--- config.mk ---
export PLATFORM = sky130hd
export DESIGN_NAME = tcb_register_response
export DESIGN_NICKNAME = d
export VERILOG_FILES = /design/src/hdl/tcb_pkg.sv /design/src/hdl/tcb_register_response.sv
export SDC_FILE = /design/constraint.sdc
export NUM_CORES = 1
export LEC_CHECK = 0
export BUFFER_PORTS_ARGS = -buffer_cell sky130_fd_sc_hd__buf_2
export CAP_MARGIN = 20
export CORE_MARGIN = 3
export CORE_UTILIZATION = 36
export CTS_CLUSTER_SIZE = 40
export DETAILED_ROUTE_END_ITERATION = 16
export PLACE_DENSITY = 0.85
export RECOVER_POWER = 50
export SYNTH_ARGS = -nofsm -noshare
export SYNTH_HDL_FRONTEND = slang
export SYNTH_SLANG_ARGS = --single-unit
--- constraint.sdc ---
create_clock -name man -period 0.9 [get_ports man]
set_input_delay 0.045 -clock man [delete_from_list [all_inputs] [get_ports man]]
set_output_delay 0.045 -clock man [all_outputs]
set_load 0.01 [all_outputs]
--- src/hdl/tcb_pkg.sv ---
// TCB shared definitions
// bus widths, request/response structs, address map and timing constants

package tcb_pkg;

  ////////////////////////////////////////////////////////////
  // bus widths
  ////////////////////////////////////////////////////////////

  localparam int unsigned DAT_W  = 32;
  localparam int unsigned ADR_W  = 16;
  localparam int unsigned BYTE_W = 8;
  localparam int unsigned BEN_W  = DAT_W / BYTE_W;

  typedef logic [DAT_W-1:0] data_t;
  typedef logic [ADR_W-1:0] adr_t;
  typedef logic [BEN_W-1:0] ben_t;
  // bit 0 flags an error
  typedef logic [0:0]       sts_t;

  // request fields, held stable by the manager while vld && !rdy
  typedef struct packed {
    logic  wen;
    adr_t  adr;
    ben_t  ben;
    data_t wdt;
  } tcb_req_t;

  // response fields, valid TCB_DLY cycles after a subordinate handshake
  typedef struct packed {
    data_t rdt;
    sts_t  sts;
  } tcb_rsp_t;

  ////////////////////////////////////////////////////////////
  // timing and address map
  ////////////////////////////////////////////////////////////

  // subordinate read delay
  localparam int unsigned TCB_DLY = 1;

  // 0 selects the SRAM, 1 the register block
  localparam int unsigned SEL_BIT = 15;

  // word offset inside the register window (bits SEL_BIT-1 down to 2)
  typedef logic [SEL_BIT-3:0] reg_off_t;

  localparam reg_off_t REG_SCRATCH = reg_off_t'(0);
  localparam reg_off_t REG_CONTROL = reg_off_t'(1);
  localparam reg_off_t REG_WCOUNT  = reg_off_t'(2);
  localparam reg_off_t REG_ID      = reg_off_t'(3);

  localparam data_t REG_ID_VALUE = 32'h7cb5_0102;

  // replace the enabled bytes of old_dat with those of new_dat
  function automatic data_t ben_merge(data_t old_dat, data_t new_dat, ben_t ben);
    data_t res;
    res = old_dat;
    for (int unsigned b = 0; b < BEN_W; b++) begin
      if (ben[b]) begin
        res[b*BYTE_W +: BYTE_W] = new_dat[b*BYTE_W +: BYTE_W];
      end
    end
    return res;
  endfunction

endpackage

--- src/hdl/tcb_register_response.sv ---
// TCB response register slice
// request and handshake pass through, response data is held per granule
// and only updated for enabled read bytes, status is registered every cycle

`timescale 1ns/1ns

module tcb_register_response #(
  // hold granularity in bytes, 1 or 2
  parameter int unsigned GRN = 1
)(
  input  logic              man,
  input  logic              reset,
  // subordinate port, toward the manager
  input  logic              sub_vld,
  input  tcb_pkg::tcb_req_t sub_req,
  output logic              sub_rdy,
  output tcb_pkg::tcb_rsp_t sub_rsp,
  // manager port, toward the devices
  output logic              man_vld,
  output tcb_pkg::tcb_req_t man_req,
  input  logic              man_rdy,
  input  tcb_pkg::tcb_rsp_t man_rsp,
  input  tcb_pkg::ben_t     man_rbe
);

  // granule width in bits
  localparam int unsigned GRN_W = GRN * tcb_pkg::BYTE_W;

  ////////////////////////////////////////////////////////////
  // request path
  ////////////////////////////////////////////////////////////

  assign man_vld = sub_vld;
  assign man_req = sub_req;
  assign sub_rdy = man_rdy;

  ////////////////////////////////////////////////////////////
  // response path
  ////////////////////////////////////////////////////////////

  always_ff @(posedge man) begin
    if (reset) begin
      sub_rsp <= '0;
    end else begin
      // first byte enable of each granule decides its update
      for (int unsigned i = 0; i < tcb_pkg::BEN_W; i += GRN) begin
        if (man_rbe[i]) begin
          sub_rsp.rdt[i*tcb_pkg::BYTE_W +: GRN_W] <= man_rsp.rdt[i*tcb_pkg::BYTE_W +: GRN_W];
        end
      end
      // status always follows, so an error pulse is not lost
      sub_rsp.sts <= man_rsp.sts;
    end
  end

endmodule

==> out/metrics.cfg <==
[critical_path]
cp_cell_sequence=buf_2
cp-end-kind=output pin
regToRegSetupSlack_ns=0.29
worst_path_max_delay_cell=dfxtp_1
rr_worst_depth=2
crit_type=reg -> out
cp.required_ns=0.85
r2r_end=sub_rsp[22]$_SDFFE_PP0P_
worstPathMaxFanout=2
startpoint=sub_rsp[3]$_SDFFE_PP0P_
worstPathArrival_ns=0.75
cp-start-kind=flip-flop
path_buf_inv=1
cp_top_family=flip-flops
regToRegStartpoint=sub_rsp[22]$_SDFFE_PP0P_
cpPeakStageDelay_ns=0.34

[grt]
grt_pass1_vias=982
grt_first_pass_wirelength_um=4450
grt_overflow_total=0
antenna_found_initial=0
grt_usage=0.112
grt_max_degree=16

[timing]
grt_setup_unrepaired=false
fin_skew_ns=0
slew_violations=0
worst_slew_pin_slew_ns=0.276
period_minus_slack_ns=0.795
hold_viol_final=0
fin_setup_tns_ns=0
setup_viol=0
max_slew_margin=0.816
fmax_mhz=1260
post-route-period-util=0.884

[clocking]
cts-root-buf=clkbuf_8
post_cts_buffers=0
cts-resized-gates=0
clock_latency_ns=0.27
cts_max_path_buffers=2
cts_tree=built
cts_sinks=33
cts_made_buffers=5
ctsHtreeMaxLevel=2
path_clk_slew_ns=0.06

[finish]
nets=276
fin_area_sq_um=1670
reg_top3=sub_rsp: 33 flops
largest_register_ff_count=33
syn2layout_area_growth_pct=3.73
fillers=424
layout-drive-gt1-share=0.456
utilization=0.403
regMostFlops=sub_rsp
diodes=0

[placement]
hpwlAfterDp_um=2440
globalplace.congestion=0.678
port_buffers=71
dpl-instance-area_sq_um=1560

[logic_synthesis]
synth_top_family_by_area=buffers and inverters
netlist_area_sq_um=1610
yosysSeqAreaShare=0.410
synth.largest_area_cell=dfxtp_1
synth_top_area_share=0.410
synth_compound_area_frac=0
synthAdderAreaFrac=0
avgSynthCellArea_sq_um=10.0
ys_types=8
synth_seq_cells=33
netlist_instances=161
ys.warnings.count=0
yosys.area_share.simple=0.0831
synth_fp_nets=255
synthTopCellsByArea=dfxtp_1 41%, buf_4 26%, mux2i_1 20%, nor2_1 7.0%, buf_6 4.9%
synth_mux_area_frac=0.199
synth_xor_area_frac=0

[power_and_ir_drop]
p_int_mw=2.37
power_density_nw_per_um2=1840
clkPwrFrac=0.351
sw_frac_of_total=0.231
ir_worst_vdd_mv=0.527
combPwrFrac=0.134
switching_power_mw=0.713
p_leak_nw=0.912
seqPwrFrac=0.515

[route]
first_pass_iters=2
viasPerCell=4.41
drcViolationCount=0
vias=1022
drtIter0Drc=15
wirelength_um=2990
antenna_left=0
wl_per_cell_um=12.9

[hold_path]
hp-start=man_rsp[21]
min_to=sub_rsp[21]$_SDFFE_PP0P_
holdCritPathClass=in -> reg
hold_path_depth=3

[die]
die_h_um=72.9
chipWidth_um=72.9
core_sq_um=4140
std_cell_rows=23
start_util=0.389
die_area_sq_um=5320
ios=182

[status]
status=finished, final reports clean

[flow_run]
drv_cap=0

[Yosys cell counts (all sizes together)]
cell / n
and2b: 1
nor2: 32
buf: 62
clkbuf: 1
dfxtp: 33
mux2i: 32
[kinds of logic (layout without fill, tap and decap cells)]
kind of cell,Yosys count,count (layout)
flops,33,33
mux,32,32
buf+inv,63,84
simple gates,33,33
[power groups by stage]
stage	clock, mW	sequential, mW	combinational [mW]
floorplan	0	1.66	0.450
global placement	0	1.62	0.405
detailed placement	0	1.62	0.411
CTS	1.13	1.59	0.421
global route	1.20	1.60	0.458
finish	1.08	1.59	0.412
[metrics by stage]
step / total power, mW / std cells / setup slack, ns / hold slack, ns
finish: 3.08 / 232 / 0.105 / 0.00857
floorplan: 2.11 / 161 / 0.283 / 0.182
global route: 3.26 / 232 / 0.0539 / 0.00306
detailed placement: 2.03 / 222 / 0.154 / 0.0901
global placement: 2.02 / 222 / 0.166 / 0.0901
CTS: 3.14 / 232 / 0.0886 / 0.000711
[routing by layer]
metal / GRT usage / vias to the layer above / routed length, um
met1: 0.105 / 431 / 994
met5: 0 / - / 0
li1: - / 495 / -
met3: 0.0716 / 23 / 400
met2: 0.181 / 73 / 1480
met4: 0.0697 / 0 / 106
[final cells by class]
cell class / instances / area (sq um) / share of cell area
Timing Repair Buffer: 77 / 408 / 0.244
Tap cell: 50 / 62.6 / 0.0374
Sequential cell: 33 / 661 / 0.395
Multi-Input combinational cell: 65 / 454 / 0.272
Clock buffer: 7 / 86.3 / 0.0516
[how the worst max path moves through the flow]
stage | end | depth (start not counted)
finish | sub_rsp[3] | 1
global placement | sub_rsp[31]$_SDFFE_PP0P_ | 3
detailed placement | sub_rsp[5]$_SDFFE_PP0P_ | 3
floorplan | sub_rsp[25]$_SDFFE_PP0P_ | 2
global route | sub_rsp[8] | 1
CTS | sub_rsp[3] | 1
[what timing repair did]
action / in CTS / in global routing
endpoints found under the setup margin: 0 / 0
endpoints found under the hold margin: 3 / 0
hold buffers: 3 / 0
[cell usage in the layout (no fill, tap or decap), drive strengths merged]
master,n
and2b,1
buf,74
clkbuf,7
dfxtp,33
dlygate4sd3,3
mux2i,32
nor2,32
Note: power is estimated with default switching activity, not from simulation.
