### src/hdl/tcb_pkg.sv
// TCB shared definitions
// bus widths, request/response structs, address map and timing constants

package tcb_pkg;

  ////////////////////////////////////////////////////////////
  // bus widths
  ////////////////////////////////////////////////////////////

  localparam int unsigned DAT_W  = 32;
  localparam int unsigned ADR_W  = 16;
  localparam int unsigned BYTE_W = 8;
  localparam int unsigned BEN_W  = DAT_W / BYTE_W;

  typedef logic [DAT_W-1:0] data_t;
  typedef logic [ADR_W-1:0] adr_t;
  typedef logic [BEN_W-1:0] ben_t;
  // bit 0 flags an error
  typedef logic [0:0]       sts_t;

  // request fields, held stable by the manager while vld && !rdy
  typedef struct packed {
    logic  wen;
    adr_t  adr;
    ben_t  ben;
    data_t wdt;
  } tcb_req_t;

  // response fields, valid TCB_DLY cycles after a subordinate handshake
  typedef struct packed {
    data_t rdt;
    sts_t  sts;
  } tcb_rsp_t;

  ////////////////////////////////////////////////////////////
  // timing and address map
  ////////////////////////////////////////////////////////////

  // subordinate read delay
  localparam int unsigned TCB_DLY = 1;

  // 0 selects the SRAM, 1 the register block
  localparam int unsigned SEL_BIT = 15;

  // word offset inside the register window (bits SEL_BIT-1 down to 2)
  typedef logic [SEL_BIT-3:0] reg_off_t;

  localparam reg_off_t REG_SCRATCH = reg_off_t'(0);
  localparam reg_off_t REG_CONTROL = reg_off_t'(1);
  localparam reg_off_t REG_WCOUNT  = reg_off_t'(2);
  localparam reg_off_t REG_ID      = reg_off_t'(3);

  localparam data_t REG_ID_VALUE = 32'h7cb5_0102;

  // replace the enabled bytes of old_dat with those of new_dat
  function automatic data_t ben_merge(data_t old_dat, data_t new_dat, ben_t ben);
    data_t res;
    res = old_dat;
    for (int unsigned b = 0; b < BEN_W; b++) begin
      if (ben[b]) begin
        res[b*BYTE_W +: BYTE_W] = new_dat[b*BYTE_W +: BYTE_W];
      end
    end
    return res;
  endfunction

endpackage

### src/hdl/tcb_regs.sv
// TCB subordinate register block
// scratch and control registers, accepted write counter and a fixed id,
// with an error status for writes to read-only or unmapped offsets

`timescale 1ns/1ns

module tcb_regs (
  input  logic              man,
  input  logic              reset,
  input  logic              vld,
  input  tcb_pkg::tcb_req_t req,
  output logic              rdy,
  output tcb_pkg::tcb_rsp_t rsp
);

  ////////////////////////////////////////////////////////////
  // decode
  ////////////////////////////////////////////////////////////

  tcb_pkg::reg_off_t off;
  logic              trn;
  logic              err;
  logic              wr_ok;

  // register contents
  tcb_pkg::data_t    scratch;
  tcb_pkg::data_t    control;
  tcb_pkg::data_t    wcount;

  // response registers
  tcb_pkg::data_t    rdt_q;
  tcb_pkg::sts_t     sts_q;

  assign off = req.adr[tcb_pkg::SEL_BIT-1:2];
  assign trn = vld && rdy;

  // offsets past ID are unmapped, WCOUNT and ID are read only
  always_comb begin
    err = 1'b0;
    if (off > tcb_pkg::REG_ID) begin
      err = 1'b1;
    end else if (req.wen && (off == tcb_pkg::REG_WCOUNT || off == tcb_pkg::REG_ID)) begin
      err = 1'b1;
    end
  end

  // a write that actually lands in a register
  assign wr_ok = trn && req.wen && !err;

  ////////////////////////////////////////////////////////////
  // handshake
  ////////////////////////////////////////////////////////////

  always_ff @(posedge man) begin
    if (reset) begin
      rdy <= 1'b0;
    end else begin
      rdy <= 1'b1;
    end
  end

  ////////////////////////////////////////////////////////////
  // register file
  ////////////////////////////////////////////////////////////

  always_ff @(posedge man) begin
    if (reset) begin
      scratch <= '0;
      control <= '0;
      wcount  <= '0;
    end else if (wr_ok) begin
      if (off == tcb_pkg::REG_SCRATCH) begin
        scratch <= tcb_pkg::ben_merge(scratch, req.wdt, req.ben);
      end
      if (off == tcb_pkg::REG_CONTROL) begin
        control <= tcb_pkg::ben_merge(control, req.wdt, req.ben);
      end
      // counts accepted writes only
      wcount <= wcount + 1'b1;
    end
  end

  ////////////////////////////////////////////////////////////
  // read path
  ////////////////////////////////////////////////////////////

  // read data only moves on a read, the slice ignores it otherwise
  always_ff @(posedge man) begin
    if (trn && !req.wen) begin
      if (err) begin
        rdt_q <= '0;
      end else begin
        case (off)
          tcb_pkg::REG_SCRATCH: rdt_q <= scratch;
          tcb_pkg::REG_CONTROL: rdt_q <= control;
          tcb_pkg::REG_WCOUNT:  rdt_q <= wcount;
          default:              rdt_q <= tcb_pkg::REG_ID_VALUE;
        endcase
      end
    end
  end

  // error pulse, one cycle per failed transfer
  always_ff @(posedge man) begin
    if (reset) begin
      sts_q <= '0;
    end else begin
      sts_q <= tcb_pkg::sts_t'(trn && err);
    end
  end

  assign rsp.rdt = rdt_q;
  assign rsp.sts = sts_q;

endmodule

### config.mk
export PLATFORM = sky130hd
export DESIGN_NAME = tcb_regs
export DESIGN_NICKNAME = d
export VERILOG_FILES = /design/src/hdl/tcb_pkg.sv /design/src/hdl/tcb_regs.sv
export SDC_FILE = /design/constraint.sdc
export NUM_CORES = 1
export LEC_CHECK = 0
export ABC_AREA = 1
export BUFFER_PORTS_ARGS = -buffer_cell sky130_fd_sc_hd__buf_2
export CAP_MARGIN = 10
export CORE_UTILIZATION = 59
export DETAILED_ROUTE_END_ITERATION = 8
export GPL_TIMING_DRIVEN = 1
export PLACE_DENSITY = 0.88
export SLEW_MARGIN = 20
export SYNTH_ARGS = -nofsm -noshare
export SYNTH_HDL_FRONTEND = slang
export SYNTH_SLANG_ARGS = --single-unit
### constraint.sdc
create_clock -name man -period 6.6 [get_ports man]
set_input_delay 0.99 -clock man [delete_from_list [all_inputs] [get_ports man]]
set_output_delay 0.99 -clock man [all_outputs]
set_load 0.05 [all_outputs]
==> run metrics, run 1 <==
run status=complete, no violations; Hold WC Path Type=register to register; setup bufs post-CTS=0; Placeable Area=around 0.011 sq mm; synth top area cells=dfxtp_1, nand2_1, edfxtp_1; FF+latch count, synth=130; final wirelength=between 15000 and 20000 um; Final #Nets=between 1k and 1.5k; CP required=6780 ps; CTS root buf=clkbuf_16; share of layout cells above drive strength 1=0.128; largest area contributor in the netlist=dfxtp_1; DR WL/cell=14.7 um; Final Hold Fails=0; Synth warnings=0; Max clock buf depth=2; row cnt=38; dpl cells=roughly 1.2k; clock period minus worst slack=~3400 ps; Mapped Area=between 0.006 and 0.007 sq mm; routed vias/inst=roughly 5.5; PwrDens=~230 mW/mm^2; Fmax achieved=about 300 MHz; TritonCTS Sinks=130; number of port buffers=86; drt first pass iters=6; Finished Cell Area=0.00773 sq mm; Worst EP arrival=~3600 ps; synth unique cells=31; vias in the first global route=slightly below 6k; Rel. slew slack=0.357; multi-input logic area=about 0.0033 sq mm; delay-heaviest family, CP=simple AND/OR/NAND/NOR gates; Placed Instance Area=0.00712 sq mm; Crit Path Max Fanout=21; Max VDD drop=about 0.00023 V; Worst Skew=a little over 6 ps; routability cong.=between 0.9 and 1; most common cell after layout, fill and taps aside=nand2_1; initial antenna violation count=0; vias=roughly 6.7k; Worst Path Buf+Inv=2; CTS tree=built; Yosys top cell area share=0.289; CP peak stage delay=~710 ps; Max-cap violations=0; Avg Synthesized Cell Area=6.77 sq um; total track usage=0.319; Die H=109 um; Cell Count, Final, Fillers Out=around 1.2k; critical path class=input port to register; # DRC=0; Max H-tree Level=4; CP endpoint kind=register; drt initial violations=slightly below 700; worst slew pin tran=just under 1000 ps; worst-path cell chain=buf_2 > nor2_1 > nand2_1 > nor2_4 > nand2_2 > inv_1 > nand3_1 > a31oi_1; Die Area=approximately 0.012 sq mm; clk_lat worst skew=between 400 and 500 ps; Starting Density=0.616; syn_nets=1061; total CTS buffers=17; synthesized instance count=between 1k and 1.5k; Storage cell area=0.00292 sq mm; register area share after synthesis=0.430; unrepaired setup endpoints after global routing=false; Ports=90; largest net degree at the start of global routing=just under 90; Setup-failing EPs final=0; fin crit share=0.513; LEAKAGE=3.24 nW; critical path startpoint category=input port; die width=between 100 and 150 um; Antenna diodes=0; Fill cells=approximately 940; highest-count cells in the layout ignoring fill and taps=nand2_1, nor2_1, nand3_1; hold_buf cts=0; first-pass GRT wire length=28500 um; GRT overflow=0; Critical Path Slowest Stage Cell=nand3_1; area grow syn2layout=13.8%; antenna violation net count after detailed routing=0; Util after Layout=0.701; Final Max Slew Viols=0; Setup TNS Final=0 ps; post-CTS resize count=0; clk slew on worst S/H paths=60 ps; HPWL after DPL=between 10000 and 15000 um
through the flow:
step / hold WS (ps) / setup slack, ps / power (mW)
after floorplan: 452 / 3750 / 0.869
after global placement: 460 / 2990 / 0.893
after detailed placement: 468 / 2830 / 0.894
after CTS: 482 / 3210 / 1.81
after global routing: 497 / 3100 / 1.85
final: 480 / 3210 / 1.80
final cells by class:
| type | count | share of cell area |
|---|---|---|
| clock buffer | 23 | 0.0687 |
| clock inverter | 9 | 0.00825 |
| inverter | 79 | 0.0385 |
| multi-input combinational | 739 | 0.424 |
| sequential | 130 | 0.378 |
| tap | 140 | 0.0226 |
| timing repair buffer | 90 | 0.0595 |
cells in the mapped netlist:
master and number:
ha_1 1, nor3_1 5, clkbuf_1 17, nand2_2 1, nand4_1 1, o21ai_0 11
clkinv_2 1, a31oi_1 13, nand3b_1 7, o211ai_1 1, nor3_2 1, buf_1 2
nor4_1 1, dfxtp_1 98, nand4_4 1, o21bai_1 1, buf_4 17, and3_1 1
nor2_4 2, edfxtp_1 32, buf_2 17, nand3_1 125, nor2_2 6, nor2_1 163
buf_6 3, a21oi_1 94, xor2_1 5, nand2_1 296, inv_1 78, xnor2_1 2
nor2_8 1
worst reg2reg max path: cells and delay by family (launching register included):
| kind | cells | cell delay [ps] |
|---|---|---|
| flops | 1 | 340 |
| buf+inv | 2 | 190 |
| simple gates | 7 | 1990 |
layer usage:
layer | share of wire | GRT usage
met4 | 0.029 | 0.132
met1 | 0.43 | 0.434
met5 | 0 | 0
met3 | 0.093 | 0.0842
met2 | 0.45 | 0.481
cell families after synthesis:
logic type,synth area share
AOI/OAI and AO/OA,0.0915
xor gates and xnor gates,0.00902
adders and majority gates,0.00184
buffers and inverters,0.0906
DFF,0.430
and+or+nand+nor,0.377
worst paths after layout:
kind | start | to | slack [ps] | cells past startpoint
worst max-delay path | req[45] | rdt_q[17]$_SDFFCE_PP0P_ | 3210 | 8
worst min-delay path | scratch[0]$_SDFFE_PP0P_ | scratch[0]$_SDFFE_PP0P_ | 480 | 2
worst max register to register | rdy$_DFF_P_ | scratch[12]$_SDFFE_PP0P_ | 3970 | 9
worst min register to register | scratch[0]$_SDFFE_PP0P_ | scratch[0]$_SDFFE_PP0P_ | 480 | 2
sequential cells by signal, summed over array words and instances, names as in the netlist:
signal / count
rdt_q: 32
sts_q: 1
rdy: 1
control: 32
wcount: 32
scratch: 32
report_power, final:
part	internal, mW	switching (mW)	leakage [nW]
combinational	0.0212	0.0424	1.78
clock	0.568	0.356	0.295
sequential	0.815	0.000308	1.16
No activity file was read; power rests on OpenSTA's default activity.
==> run 2, diff against run 1 <==
--- a/config.mk
+++ b/config.mk
@@ -8,10 +8,10 @@
 export ABC_AREA = 1
 export BUFFER_PORTS_ARGS = -buffer_cell sky130_fd_sc_hd__buf_2
 export CAP_MARGIN = 10
-export CORE_UTILIZATION = 59
+export CORE_UTILIZATION = 58
 export DETAILED_ROUTE_END_ITERATION = 8
 export GPL_TIMING_DRIVEN = 1
-export PLACE_DENSITY = 0.88
+export PLACE_DENSITY = 0.87
 export SLEW_MARGIN = 20
 export SYNTH_ARGS = -nofsm -noshare
 export SYNTH_HDL_FRONTEND = slang
==> constraint.sdc (replaced) <==
create_clock -name man -period 3.25 [get_ports man]
set_input_delay 0.4875 -clock man [delete_from_list [all_inputs] [get_ports man]]
set_output_delay 0.4875 -clock man [all_outputs]
set_load 0.05 [all_outputs]
==> run 2 against run 1 <==
  * Critical endpoint is now control[26]$_SDFFE_PP0P_
  * Worst hold slack got worse by 90 ps
  * Combinational power increased to 2.6 times the previous value
  * Setup slack got worse by 2000 ps
  * Non-clock buffer count increased by 12
  * First-iteration DRC count increased by 11%
  * Via count increased by 2.0%
  * Critical path depth increased by 1
  * Register-to-register slack got worse by 2800 ps
  * Count of clock-buffer cells in the layout increased by 1
  * Global-route usage decreased by 0.88 points
  * Sequential share of layout area decreased by 0.70 points
  * Die area increased by 1.7%
==> run metrics, run 2 (same netlist as run 1, synthesis figures left out) <==
highest-count cells in the layout ignoring fill and taps=nand2_1, nor2_1, nand3_1; Fmax achieved=roughly 490 MHz; CP peak stage delay=~500 ps; antenna violation net count after detailed routing=0; Max H-tree Level=4; Die Area=0.0122 sq mm; worst slew pin tran=848 ps; multi-input logic area=between 0.003 and 0.004 sq mm; vias in the first global route=roughly 6.0k; clock period minus worst slack=between 2000 and 2500 ps; Storage cell area=roughly 0.003 sq mm; dpl cells=between 1k and 1.5k; Die H=110 um; row cnt=39; first-pass GRT wire length=about 29000 um; area grow syn2layout=16.0%; clk slew on worst S/H paths=50 ps; share of layout cells above drive strength 1=0.137; CP most frequent cell=nand2_1; GRT overflow=0; Critical Path Slowest Stage Cell=nor2_8; Max-cap violations=0; Starting Density=0.595; cells on worst reg2reg path=9; Worst EP arrival=about 2400 ps; Final #Nets=between 1k and 1.5k; Antenna diodes=0; Ports=90; post-CTS resize count=0; unrepaired setup endpoints after global routing=false; TritonCTS Sinks=130; Placeable Area=0.0114 sq mm; CP required=~3600 ps; # DRC=0; Final Hold Fails=0; die width=between 100 and 150 um; Crit Path Max Fanout=32; number of port buffers=86; Max VDD drop=roughly 0.00037 V; critical path startpoint category=register; CP endpoint kind=register; setup bufs post-CTS=0; vias=roughly 6.8k; routed vias/inst=roughly 5.6; CTS root buf=clkbuf_16; worst-path cell chain=nand2_1 > inv_1 > nand2_1 > inv_1 > nand4_4 > nor2_8 > nand3_1 > nand2_1 > nor2_1; PwrDens=between 400 and 500 mW/mm^2; Worst Skew=about 12 ps; Rel. slew slack=0.434; largest net degree at the start of global routing=a little under 70; worst hold margin=391 ps; Setup-failing EPs final=0; most common cell after layout, fill and taps aside=nand2_1; HPWL after DPL=roughly 12000 um; total CTS buffers=17; critical path class=register to register; LEAKAGE=3.23 nW; hold_buf cts=0; run status=complete, no violations; Cell Count, Final, Fillers Out=1225; drt initial violations=756; Hold WC Path Type=input port to register; clk_lat worst skew=approximately 430 ps; Final Max Slew Viols=0; fin crit share=0.630; Max clock buf depth=2; initial antenna violation count=0; routability cong.=about 0.94; Setup TNS Final=0 ps; Fill cells=991; CTS tree=built; total track usage=0.310; final wirelength=18100 um; DR WL/cell=14.7 um; WHS Path Cells=5; drt first pass iters=6
## run 2: changes by cell type in the layout (fill, tap and decap cells not counted), sizes merged
| cell | change |
|---|---|
| buf | +12 |
| clkinvlp | -1 |
| inv | -2 |
| clkbuf | +1 |
| bufinv | +2 |
## run 2: per-layer routing
layer  share of wire  wire length (um)  up-vias  GRT usage
met4           0.010               189        0     0.0883
met5               0                 0        -          0
met2            0.46              8300      297      0.485
li1                -                 -     3357          -
met3           0.098              1770       22     0.0747
met1            0.43              7790     3137      0.427
## run 2: layout make-up
class | count | area share
well taps | 143 | 0.0227
flip-flops and latches | 130 | 0.371
inverters | 79 | 0.0378
clock inverters | 8 | 0.0119
repair buffers | 102 | 0.0746
multi-input cells | 739 | 0.414
clock buffers | 24 | 0.0678
## run 2: worst paths after layout
path                                                from                        to  slack, ps
worst max-delay path                         rdy$_DFF_P_  control[26]$_SDFFE_PP0P_       1200
worst max register to register               rdy$_DFF_P_  control[26]$_SDFFE_PP0P_       1200
worst min register to register  control[21]$_SDFFE_PP0P_  control[21]$_SDFFE_PP0P_        480
worst min-delay path                             req[29]  scratch[29]$_SDFFE_PP0P_        390
## run 2: through the flow
stage	area, sq um	setup WS (ps)	utilization	power (mW)
2_1_floorplan	6800	709	-	1.80
3_3_place_gp	7250	854	0.635	1.86
3_5_place_dp	7250	844	0.635	1.86
4_1_cts	7880	1260	0.690	3.82
5_1_grt	7880	1050	0.690	3.91
6_report	7880	1200	0.690	3.82
## run 2: where the power goes
group | switching, mW | leakage (nW) | internal, mW | total [mW]
registers | 0.00224 | 1.10 | 1.66 | 1.66
clock network | 0.692 | 0.316 | 1.30 | 1.99
logic | 0.115 | 1.81 | 0.0485 | 0.164
## run 2: worst max-delay path, delay by kind of cell (launching register included)
kind          cells  cell delay [ps]
simple gates      7             1390
flops             1              330
buf+inv           2              220
