[config.mk]
export PLATFORM = sky130hd
export DESIGN_NAME = tcb_dev_select
export DESIGN_NICKNAME = d
export VERILOG_FILES = /design/src/hdl/tcb_pkg.sv /design/src/hdl/tcb_dev_select.sv
export SDC_FILE = /design/constraint.sdc
export NUM_CORES = 1
export LEC_CHECK = 0
export ABC_AREA = 1
export BUFFER_PORTS_ARGS = -buffer_cell sky130_fd_sc_hd__buf_2
export CORE_AREA = 2 2 105 107
export CTS_CLUSTER_DIAMETER = 100
export CTS_CLUSTER_SIZE = 10
export DETAILED_ROUTE_END_ITERATION = 10
export DIE_AREA = 0 0 107 109
export PLACE_DENSITY_LB_ADDON = 0.08
export REMOVE_ABC_BUFFERS = 1
export SYNTH_ARGS = -nofsm -noshare
export SYNTH_HDL_FRONTEND = slang
export SYNTH_SLANG_ARGS = --single-unit
[constraint.sdc]
create_clock -name man -period 1.7 [get_ports man]
set_input_delay 0.34 -clock man [delete_from_list [all_inputs] [get_ports man]]
set_output_delay 0.34 -clock man [all_outputs]
set_load 0.05 [all_outputs]
[src/hdl/tcb_pkg.sv]
// TCB shared definitions
// bus widths, request/response structs, address map and timing constants

package tcb_pkg;

  ////////////////////////////////////////////////////////////
  // bus widths
  ////////////////////////////////////////////////////////////

  localparam int unsigned DAT_W  = 32;
  localparam int unsigned ADR_W  = 16;
  localparam int unsigned BYTE_W = 8;
  localparam int unsigned BEN_W  = DAT_W / BYTE_W;

  typedef logic [DAT_W-1:0] data_t;
  typedef logic [ADR_W-1:0] adr_t;
  typedef logic [BEN_W-1:0] ben_t;
  // bit 0 flags an error
  typedef logic [0:0]       sts_t;

  // request fields, held stable by the manager while vld && !rdy
  typedef struct packed {
    logic  wen;
    adr_t  adr;
    ben_t  ben;
    data_t wdt;
  } tcb_req_t;

  // response fields, valid TCB_DLY cycles after a subordinate handshake
  typedef struct packed {
    data_t rdt;
    sts_t  sts;
  } tcb_rsp_t;

  ////////////////////////////////////////////////////////////
  // timing and address map
  ////////////////////////////////////////////////////////////

  // subordinate read delay
  localparam int unsigned TCB_DLY = 1;

  // 0 selects the SRAM, 1 the register block
  localparam int unsigned SEL_BIT = 15;

  // word offset inside the register window (bits SEL_BIT-1 down to 2)
  typedef logic [SEL_BIT-3:0] reg_off_t;

  localparam reg_off_t REG_SCRATCH = reg_off_t'(0);
  localparam reg_off_t REG_CONTROL = reg_off_t'(1);
  localparam reg_off_t REG_WCOUNT  = reg_off_t'(2);
  localparam reg_off_t REG_ID      = reg_off_t'(3);

  localparam data_t REG_ID_VALUE = 32'h7cb5_0102;

  // replace the enabled bytes of old_dat with those of new_dat
  function automatic data_t ben_merge(data_t old_dat, data_t new_dat, ben_t ben);
    data_t res;
    res = old_dat;
    for (int unsigned b = 0; b < BEN_W; b++) begin
      if (ben[b]) begin
        res[b*BYTE_W +: BYTE_W] = new_dat[b*BYTE_W +: BYTE_W];
      end
    end
    return res;
  endfunction

endpackage

[src/hdl/tcb_dev_select.sv]
// TCB device select
// steers each request to the SRAM or the register block by address and
// merges their responses through a delay line of the select decision

`timescale 1ns/1ns

module tcb_dev_select (
  input  logic              man,
  input  logic              reset,
  // host side
  input  logic              host_vld,
  input  tcb_pkg::tcb_req_t host_req,
  output logic              host_rdy,
  // sram side
  output logic              sram_vld,
  output tcb_pkg::tcb_req_t sram_req,
  input  logic              sram_rdy,
  input  tcb_pkg::tcb_rsp_t sram_rsp,
  // register block side
  output logic              regs_vld,
  output tcb_pkg::tcb_req_t regs_req,
  input  logic              regs_rdy,
  input  tcb_pkg::tcb_rsp_t regs_rsp,
  // merged response and its read byte enables
  output tcb_pkg::tcb_rsp_t merged_rsp,
  output tcb_pkg::ben_t     merged_rbe
);

  ////////////////////////////////////////////////////////////
  // request routing
  ////////////////////////////////////////////////////////////

  // one stage of the response delay line
  typedef struct packed {
    logic          sel;
    tcb_pkg::ben_t rbe;
  } dly_t;

  logic                         sel;
  dly_t                         dly_in;
  dly_t [tcb_pkg::TCB_DLY-1:0]  dly_line;
  dly_t                         dly_out;

  // 0 sram, 1 registers
  assign sel = host_req.adr[tcb_pkg::SEL_BIT];

  assign sram_vld = host_vld && !sel;
  assign regs_vld = host_vld &&  sel;

  // both subordinates see the full request, only vld is steered
  assign sram_req = host_req;
  assign regs_req = host_req;

  assign host_rdy = sel ? regs_rdy : sram_rdy;

  ////////////////////////////////////////////////////////////
  // response delay line
  ////////////////////////////////////////////////////////////

  // rbe only for a read handshake, writes and idle cycles push zero
  assign dly_in.sel = sel;
  assign dly_in.rbe = (host_vld && host_rdy && !host_req.wen) ? host_req.ben : '0;

  always_ff @(posedge man) begin
    if (reset) begin
      dly_line <= '0;
    end else begin
      dly_line[0] <= dly_in;
      for (int unsigned i = 1; i < tcb_pkg::TCB_DLY; i++) begin
        dly_line[i] <= dly_line[i-1];
      end
    end
  end

  assign dly_out = dly_line[tcb_pkg::TCB_DLY-1];

  ////////////////////////////////////////////////////////////
  // response merge
  ////////////////////////////////////////////////////////////

  // back to back transfers to different devices each get their own stage
  assign merged_rsp = dly_out.sel ? regs_rsp : sram_rsp;
  assign merged_rbe = dly_out.rbe;

endmodule

==> results of run 1 <==
-- sequential cells by signal, summed over array words and instances (netlist names) --
name	flops
dly_line	1
merged_rbe	4
-- path summary, 6_finish.rpt --
kind	slack (ns)	start	endpoint	cells after the start
worst max-delay path	0.13	dly_line[4]	merged_rsp[30]	3
worst min-delay path	0.29	reset	dly_line[4]	2
-- final cells by class --
type,count,area (um2)
sequential,5,101.3
fill,1272,9099
tap,140,175.2
multi-input combinational,79,337.8
clock buffer,4,45.04
inverter,41,153.9
antenna,6,15.01
timing repair buffer,130,675.6
-- power by group through the flow --
stage | sequential (mW) | combinational, mW | clock (mW)
2_1_floorplan | 0.143 | 0.311 | 0
3_3_place_gp | 0.124 | 0.583 | 0
3_5_place_dp | 0.125 | 0.582 | 0
4_1_cts | 0.123 | 0.583 | 0.230
5_1_grt | 0.123 | 0.620 | 0.241
6_report | 0.123 | 0.581 | 0.219
-- kinds of logic after synthesis --
kind of cell           after synthesis  share of synthesized area (%)
DFF                                  5                          6.768
and+or+nand+nor                     46                          11.68
buffers and inverters              158                          70.39
AOI/OAI and AO/OA                   33                          11.17
-- metrics by stage --
step	std cells	setup TNS (ns)
after CTS	399	0
after global placement	395	0
final	405	0
after floorplan	125	-21.24
after detailed placement	395	0
after global routing	401	0
-- cell usage after synthesis --
cell type	count	area, um2
nand2_1	39	146.4
nor2_1	7	26.28
o21ai_0	16	80.08
buf_2	1	5.000
dfxtp_1	5	100.1
buf_6	4	45.04
o21ai_1	17	85.08
buf_4	111	833.3
clkbuf_1	1	3.750
inv_1	41	153.9
-- routing by layer --
| layer | up-vias | GRT usage (%) | wire length [um] |
|---|---|---|---|
| met3 | 25 | 27.50 | 3527 |
| met5 | - | 10.27 | 162 |
| met1 | 533 | 10.48 | 2379 |
| met4 | 14 | 4.360 | 234 |
| met2 | 242 | 25.07 | 4363 |
| li1 | 648 | - | - |
-- worst max-delay path, cell delays in order, from the launching register on --
cell and delay (ns):
dfxtp_2 0.32, buf_12 0.17, o21ai_0 0.21, buf_2 0.30
==> flow_summary.ini, run 1 <==
[power_and_ir_drop]
clkPwrFrac_pct = 23.7
p_switching_uw = 483.8
seq_power_share_pct = 13.3
p_comb_share_pct = 63.0
intPower_uw = 438.3
ir_worst_vdd_mv = 0.2865
report.power.total_uw = 922.1
netSwitchingFraction_pct = 52.47
power_leakage_nw = 0.9335
power_density_mw_per_mm2 = 613.2

[synth]
netlist_area_mm2 = 0.001479
syn_inst = 242
seq_area_frac_synth_pct = 6.768
postSynthAreaPerCell_um2 = 6.111
ys_types = 10
yosysWarnings = 0
synth-seq-cells = 5

[die]
die_area_mm2 = 0.01166
fp.dieW_um = 107
pin_count = 270
die_h_um = 109
core_mm2 = 0.01060
rows = 38
initial_core_util_pct = 13.95

[sta]
rsz0062_at_grt = false
maxSlewHeadroom_pct = 82.06
period_minus_slack_ns = 1.569
tightestPinTransition_ns = 0.2709
hold_violations = 0
drv_slew = 0
fin_hold_ws_ns = 0.2864
max_freq_mhz = 637.4
post-route-period-util_pct = 92.29
fin_ws_ns = 0.1311
setup_viol = 0

[outcome]
status = completed

[placed_design]
place.detailed.hpwl_um = 9940
postPlaceCellArea_mm2 = 0.001436
gp_congestion = 0.8046
port_buffers = 128
place_ws_ns = 0.3214

[drt]
drcViolationCount = 0
viasPerCell = 3.610
routed_wl_um = 10670
dr_total_vias = 1462
wire_per_inst_um = 26.34
ant_nets = 0
initialDrtViolationCount = 66
dr.pass1.iters = 4

[final_layout]
final_cell_mix = buf_2, inv_1, nand2_1
syn2layout_area_growth_pct = 1.692
drive_gt1_share_pct = 51.74
final_area_mm2 = 0.001504
final_nets = 384
layout_commonest_cell = buf_2
final_util_pct = 14.18

[clocking]
path_clk_slew_ns = 0.04
cts_buffers = 3
cts_root_buf = clkbuf_8
post_cts_buffers = 0
cts_resized = 0
clock_sinks = 5
cts_tree = built
clock_path_buffers = 2
htreeDepth = 1
hold_buffers = 0

[hold_path]
hp-class = primary input to register

[flow_run]
cap_viol_max_count = 0

[global_routing]
grt_pass1_vias = 1340
grt_pass1_wl_um = 12970
grt_overflow_total = 0
grt_max_degree = 45
grtUsageTotal_pct = 17.24
antenna_found_initial = 12

[critical_path]
crit_type = register to output port
crit_path_max_fanout = 44
endpoint_kind = output port
cp-start-kind = register
cp.required_ns = 1.36
cp.arrival_ns = 1.23
Power figures use the tool's default switching activity.
==> inputs of run 2 (changes only) <==
--- a/config.mk
+++ b/config.mk
@@ -5,7 +5,6 @@
 export SDC_FILE = /design/constraint.sdc
 export NUM_CORES = 1
 export LEC_CHECK = 0
-export ABC_AREA = 1
 export BUFFER_PORTS_ARGS = -buffer_cell sky130_fd_sc_hd__buf_2
 export CORE_AREA = 2 2 105 107
 export CTS_CLUSTER_DIAMETER = 100
==> run 2 against run 1 <==
- hold slack better by 0.079 ns
- sequential cell count is the same
- die area did not move
- cell count down 20%
- synthesized cell count shrank 33%
- area after synthesis is 4.6% lower
- critical path depth stayed put
- critical path type unchanged
- clock power decreased by 2%
- sequential power about the same
- sequential share of layout area rose by 0.20 points
==> flow_summary.ini, run 2 <==
[placed_design]
place_ws_ns = 0.2469
place.detailed.hpwl_um = 9115
gp_congestion = 0.8784
port_buffers = 128
dp.cells = 319

[clocking]
post_cts_buffers = 0
cts_root_buf = clkbuf_8
clock_sinks = 5
cts_buffers = 3
clock_path_buffers = 2
cts_tree = built
htreeDepth = 1
path_clk_slew_ns = 0.03

[synth]
synth_top_area_cell = buf_4
yosys-top-cells-area = buf_4, mux2_2, dfxtp_1
netlist_top_cells_count = buf_4, mux2_2, dfxtp_1
synth_top_area_share_pct = 58.51
netlist_area_mm2 = 0.001411
synth_edf_count = 0
yosys_most_used_dff = dfxtp_1
ys_types = 12
synth-seq-cells = 5
syn_inst = 162
yosysWarnings = 0
seq_area_frac_synth_pct = 7.092
yosys.cell_count.top_type = buf_4
postSynthAreaPerCell_um2 = 8.712
async_flop_share_pct = 0

[sta]
tightestPinTransition_ns = 0.2738
max_freq_mhz = 598.3
rsz0062_at_grt = true
hold_violations = 0
setup_viol = 0
post-route-period-util_pct = 98.31
period_minus_slack_ns = 1.671
maxSlewHeadroom_pct = 81.49
fin_ws_ns = 0.02865
drv_slew = 0

[outcome]
status = completed

[hold_path]
hp-class = primary input to register
worstHoldStart = reset
hold_depth = 2
hold_end = dly_line[4]

[critical_path]
cp-start-kind = register
cp.required_ns = 1.36
crit_type = register to output port
cp.arrival_ns = 1.33
endpoint_kind = output port
crit_path_max_fanout = 18

[global_routing]
grt_pass1_vias = 1122
grt_pass1_wl_um = 11900
antenna_found_initial = 2
grt_max_degree = 19
grtUsageTotal_pct = 15.92
grt_overflow_total = 0

[drt]
wire_per_inst_um = 30.54
initialDrtViolationCount = 40
dr.pass1.iters = 4
drcViolationCount = 0
dr_total_vias = 1198
routed_wl_um = 9895
ant_nets = 0
viasPerCell = 3.698

[power_and_ir_drop]
netSwitchingFraction_pct = 48.71
power_density_mw_per_mm2 = 627.6
seq_power_share_pct = 13.5
intPower_uw = 470.5
clkPwrFrac_pct = 23.4
report.power.total_uw = 917.2
power_leakage_nw = 0.7482
ir_worst_vdd_mv = 0.2712
p_comb_share_pct = 63.1
p_switching_uw = 446.7

[final_layout]
nFillCells = 1236
layout_commonest_cell = buf_2
final_cell_mix = buf_2, mux2_2, nor4b_1, dfxtp_1, clkbuf_8
final_nets = 308
drive_gt1_share_pct = 91.80
final_cells = 324
syn2layout_area_growth_pct = 3.546
largest_reg_flops = 4

[die]
rows = 38
die_area_mm2 = 0.01166
die_h_um = 109
initial_core_util_pct = 13.31
core_mm2 = 0.01060
fp.dieW_um = 107
pin_count = 270

[flow_run]
cap_viol_max_count = 0
[run 2: metal layers]
metal	wire (um)	share of wire, %	track usage, %	vias to the layer above
met2	4323	44	24.93	250
met1	2233	23	9.950	474
met4	106	1.1	2.597	6
met3	3142	32	23.85	11
met5	90	0.91	6.696	-
li1	-	-	-	457
[run 2: area by class of cell]
type	count	area, um2	area share [%]
tap	140	175.2	11.99
timing repair buffer	131	690.7	47.26
clock buffer	4	45.04	3.082
multi-input combinational	42	442.9	30.31
sequential	5	101.3	6.935
antenna	1	2.502	0.1712
inverter	1	3.754	0.2568
[run 2: power by group through the flow]
stage | registers, mW | logic [mW] | clock network (mW)
4_1_cts | 0.124 | 0.583 | 0.220
2_1_floorplan | 0.140 | 0.324 | 0
3_5_place_dp | 0.126 | 0.582 | 0
6_report | 0.124 | 0.579 | 0.214
3_3_place_gp | 0.125 | 0.585 | 0
5_1_grt | 0.124 | 0.608 | 0.234
[run 2: worst max path at each step]
stage	depth (start not counted)	from	slack, ns	to
global placement	3	dly_line[4]	0.27	merged_rsp[26]
detailed placement	3	dly_line[4]	0.25	merged_rsp[26]
floorplan	1	dly_line[4]	-0.16	merged_rsp[0]
CTS	3	dly_line[4]	0.01	merged_rsp[26]
finish	3	dly_line[4]	0.03	merged_rsp[26]
global route	3	dly_line[4]	-0.01	merged_rsp[31]
[run 2: cells by family (layout without fill, tap and decap cells)]
| family | Yosys count | after routing | share of synthesized area [%] |
|---|---|---|---|
| buffers and inverters | 115 | 136 | 61.52 |
| DFF | 5 | 5 | 7.092 |
| muxes | 34 | 34 | 27.04 |
| other | 0 | 1 | 0 |
| and+or+nand+nor | 8 | 8 | 4.345 |
[run 2: per-stage QoR]
step	util (%)	hold WS (ns)	cell area (um2)	TNS, ns
5_1_grt	13.76	0.3761	1459	-0.02885
4_1_cts	13.74	0.3536	1456	0
6_report	13.78	0.3653	1461	0
3_5_place_dp	13.31	0.5820	1411	0
2_1_floorplan	-	0.4116	546.8	-5.439
3_3_place_gp	13.31	0.5804	1411	0
[run 2: what timing repair did]
item / 4_1_cts / 5_1_grt
gates resized for setup: 0 / 2
hold buffers: 0 / 0
endpoints found under the setup margin: 0 / 8
[run 2: worst max-delay path, stage by stage (launching register included)]
cell and delay (ns):
dfxtp_2 0.37, buf_12 0.17, mux2_2 0.35, buf_2 0.21
==> inputs of run 3 (changes only) <==
--- a/config.mk
+++ b/config.mk
@@ -6,13 +6,14 @@
 export NUM_CORES = 1
 export LEC_CHECK = 0
 export BUFFER_PORTS_ARGS = -buffer_cell sky130_fd_sc_hd__buf_2
-export CORE_AREA = 2 2 105 107
+export CORE_AREA = 4 4 104 106
 export CTS_CLUSTER_DIAMETER = 100
 export CTS_CLUSTER_SIZE = 10
 export DETAILED_ROUTE_END_ITERATION = 10
-export DIE_AREA = 0 0 107 109
+export DIE_AREA = 0 0 108 110
 export PLACE_DENSITY_LB_ADDON = 0.08
 export REMOVE_ABC_BUFFERS = 1
+export SLEW_MARGIN = 0
 export SYNTH_ARGS = -nofsm -noshare
 export SYNTH_HDL_FRONTEND = slang
 export SYNTH_SLANG_ARGS = --single-unit
==> run 3 against run 2 <==
- wire length up 3.2%
- clock power about the same
- final area up 6.8%
- via count up 3.0%
- global-route usage about the same
- hold slack better by 0.0039 ns
- sequential power about the same
- utilization up 2.2 points
- die area up 1.9%
- critical path type unchanged
- largest power group unchanged
- highest routed layer unchanged
==> flow_summary.ini, run 3 (synthesis gave the netlist of run 2 again) <==
[drt]
routed_wl_um = 10210
ant_nets = 0
initialDrtViolationCount = 43
dr.pass1.iters = 4
drcViolationCount = 0
dr_total_vias = 1234
wire_per_inst_um = 32.21
viasPerCell = 3.893

[placed_design]
postPlaceCellArea_mm2 = 0.001389
gp_congestion = 0.7897
place.detailed.hpwl_um = 9258
port_buffers = 128

[global_routing]
grt_pass1_wl_um = 12320
grtUsageTotal_pct = 15.92
grt_overflow_total = 0
grt_max_degree = 13
antenna_found_initial = 4
grt_pass1_vias = 1224

[power_and_ir_drop]
ir_worst_vdd_mv = 0.2688
power_density_mw_per_mm2 = 618.6
power_leakage_nw = 0.7901
report.power.total_uw = 965.1

[final_layout]
final_nets = 309
n_antenna_cell = 0
layout_commonest_cell = buf_2
drive_gt1_share_pct = 92.39
syn2layout_area_growth_pct = 10.55
largest_reg_flops = 4
final_cell_mix = buf_2, mux2_2, buf_6
nFillCells = 1152
final_area_mm2 = 0.001560

[critical_path]
cp-start-kind = register
cp.required_ns = 1.36
crit_path_max_fanout = 11
cp.arrival_ns = 1.32
crit_type = register to output port
endpoint_kind = output port

[clocking]
hold_buffers = 0
cts_root_buf = clkbuf_8
htreeDepth = 1
cts_tree = built
clock_path_buffers = 2
path_clk_slew_ns = 0.03
clock_sinks = 5
cts_buffers = 3

[flow_run]
cap_viol_max_count = 0

[sta]
tightestPinTransition_ns = 0.2479
max_freq_mhz = 602.5
drv_slew = 0
maxSlewHeadroom_pct = 83.24
post-route-period-util_pct = 97.63
rsz0062_at_grt = true
setup_viol = 0
period_minus_slack_ns = 1.660
hold_violations = 0

[hold_path]
hp-class = primary input to register

[die]
initial_core_util_pct = 14.44
die_area_mm2 = 0.01188
core_mm2 = 0.009774
rows = 36
fp.dieW_um = 108
die_h_um = 110
pin_count = 270

[outcome]
status = completed
==> run 3: changes by cell type in the layout (fill, tap and decap cells not counted), sizes merged <==
| cell | previous run | this run |
|---|---|---|
| diode | 1 | 0 |
| clkbuf | 4 | 3 |
| clkinv | 0 | 1 |
| buf | 131 | 132 |
==> run 3: through the flow <==
stage / setup TNS (ns) / instances / util [%] / setup WS, ns / hold slack, ns
5_1_grt: -0.01204 / 317 / 15.96 / -0.004503 / 0.3728
3_3_place_gp: 0 / 312 / 14.21 / 0.2007 / 0.5930
6_report: 0 / 317 / 15.96 / 0.04027 / 0.3692
2_1_floorplan: -5.439 / 48 / - / -0.1648 / 0.4116
3_5_place_dp: 0 / 312 / 14.21 / 0.1945 / 0.6014
4_1_cts: 0 / 317 / 15.75 / 0.007116 / 0.3682
==> run 3: worst paths after layout <==
kind	from	depth (start not counted)	end	slack [ns]
max	dly_line[4]	3	merged_rsp[23]	0.04
min	reset	2	dly_line[4]	0.37
==> run 3: timing repair <==
action / CTS / global route
endpoints found under the setup margin: 14 / 16
buffers inserted: 0 / 0
endpoints found under the hold margin: 0 / 0
resized for setup: 26 / 12
cloned: 1 / 0
==> run 3: report_power, final <==
| group | switching [mW] | internal (mW) | leakage [nW] |
|---|---|---|---|
| registers | 0.00434 | 0.120 | 0.0413 |
| clock network | 0.0592 | 0.157 | 0.0255 |
| logic | 0.399 | 0.225 | 0.723 |
==> run 3: metal layers <==
metal	vias up	global-route usage [%]	routed length, um	share of wire (%)
li1	458	-	-	-
met1	479	11.86	2648	26
met2	273	23.71	4195	41
met3	12	23.30	3218	32
met4	12	1.082	13	0.13
met5	-	6.250	135	1.3
==> run 3: critical path, stage by stage, from the launching register on <==
cell     delay, ns
dfxtp_4       0.40
buf_12        0.15
mux2_2        0.33
buf_2         0.21
==> run 3: layout make-up <==
| cell class | count | area (um2) | share of cell area [%] |
|---|---|---|---|
| repair buffers | 132 | 797.0 | 51.08 |
| clock buffers | 3 | 41.29 | 2.646 |
| clock inverters | 1 | 5.005 | 0.3208 |
| flip-flops and latches | 5 | 103.9 | 6.656 |
| well taps | 133 | 166.4 | 10.67 |
| inverters | 1 | 3.754 | 0.2406 |
| multi-input cells | 42 | 442.9 | 28.39 |
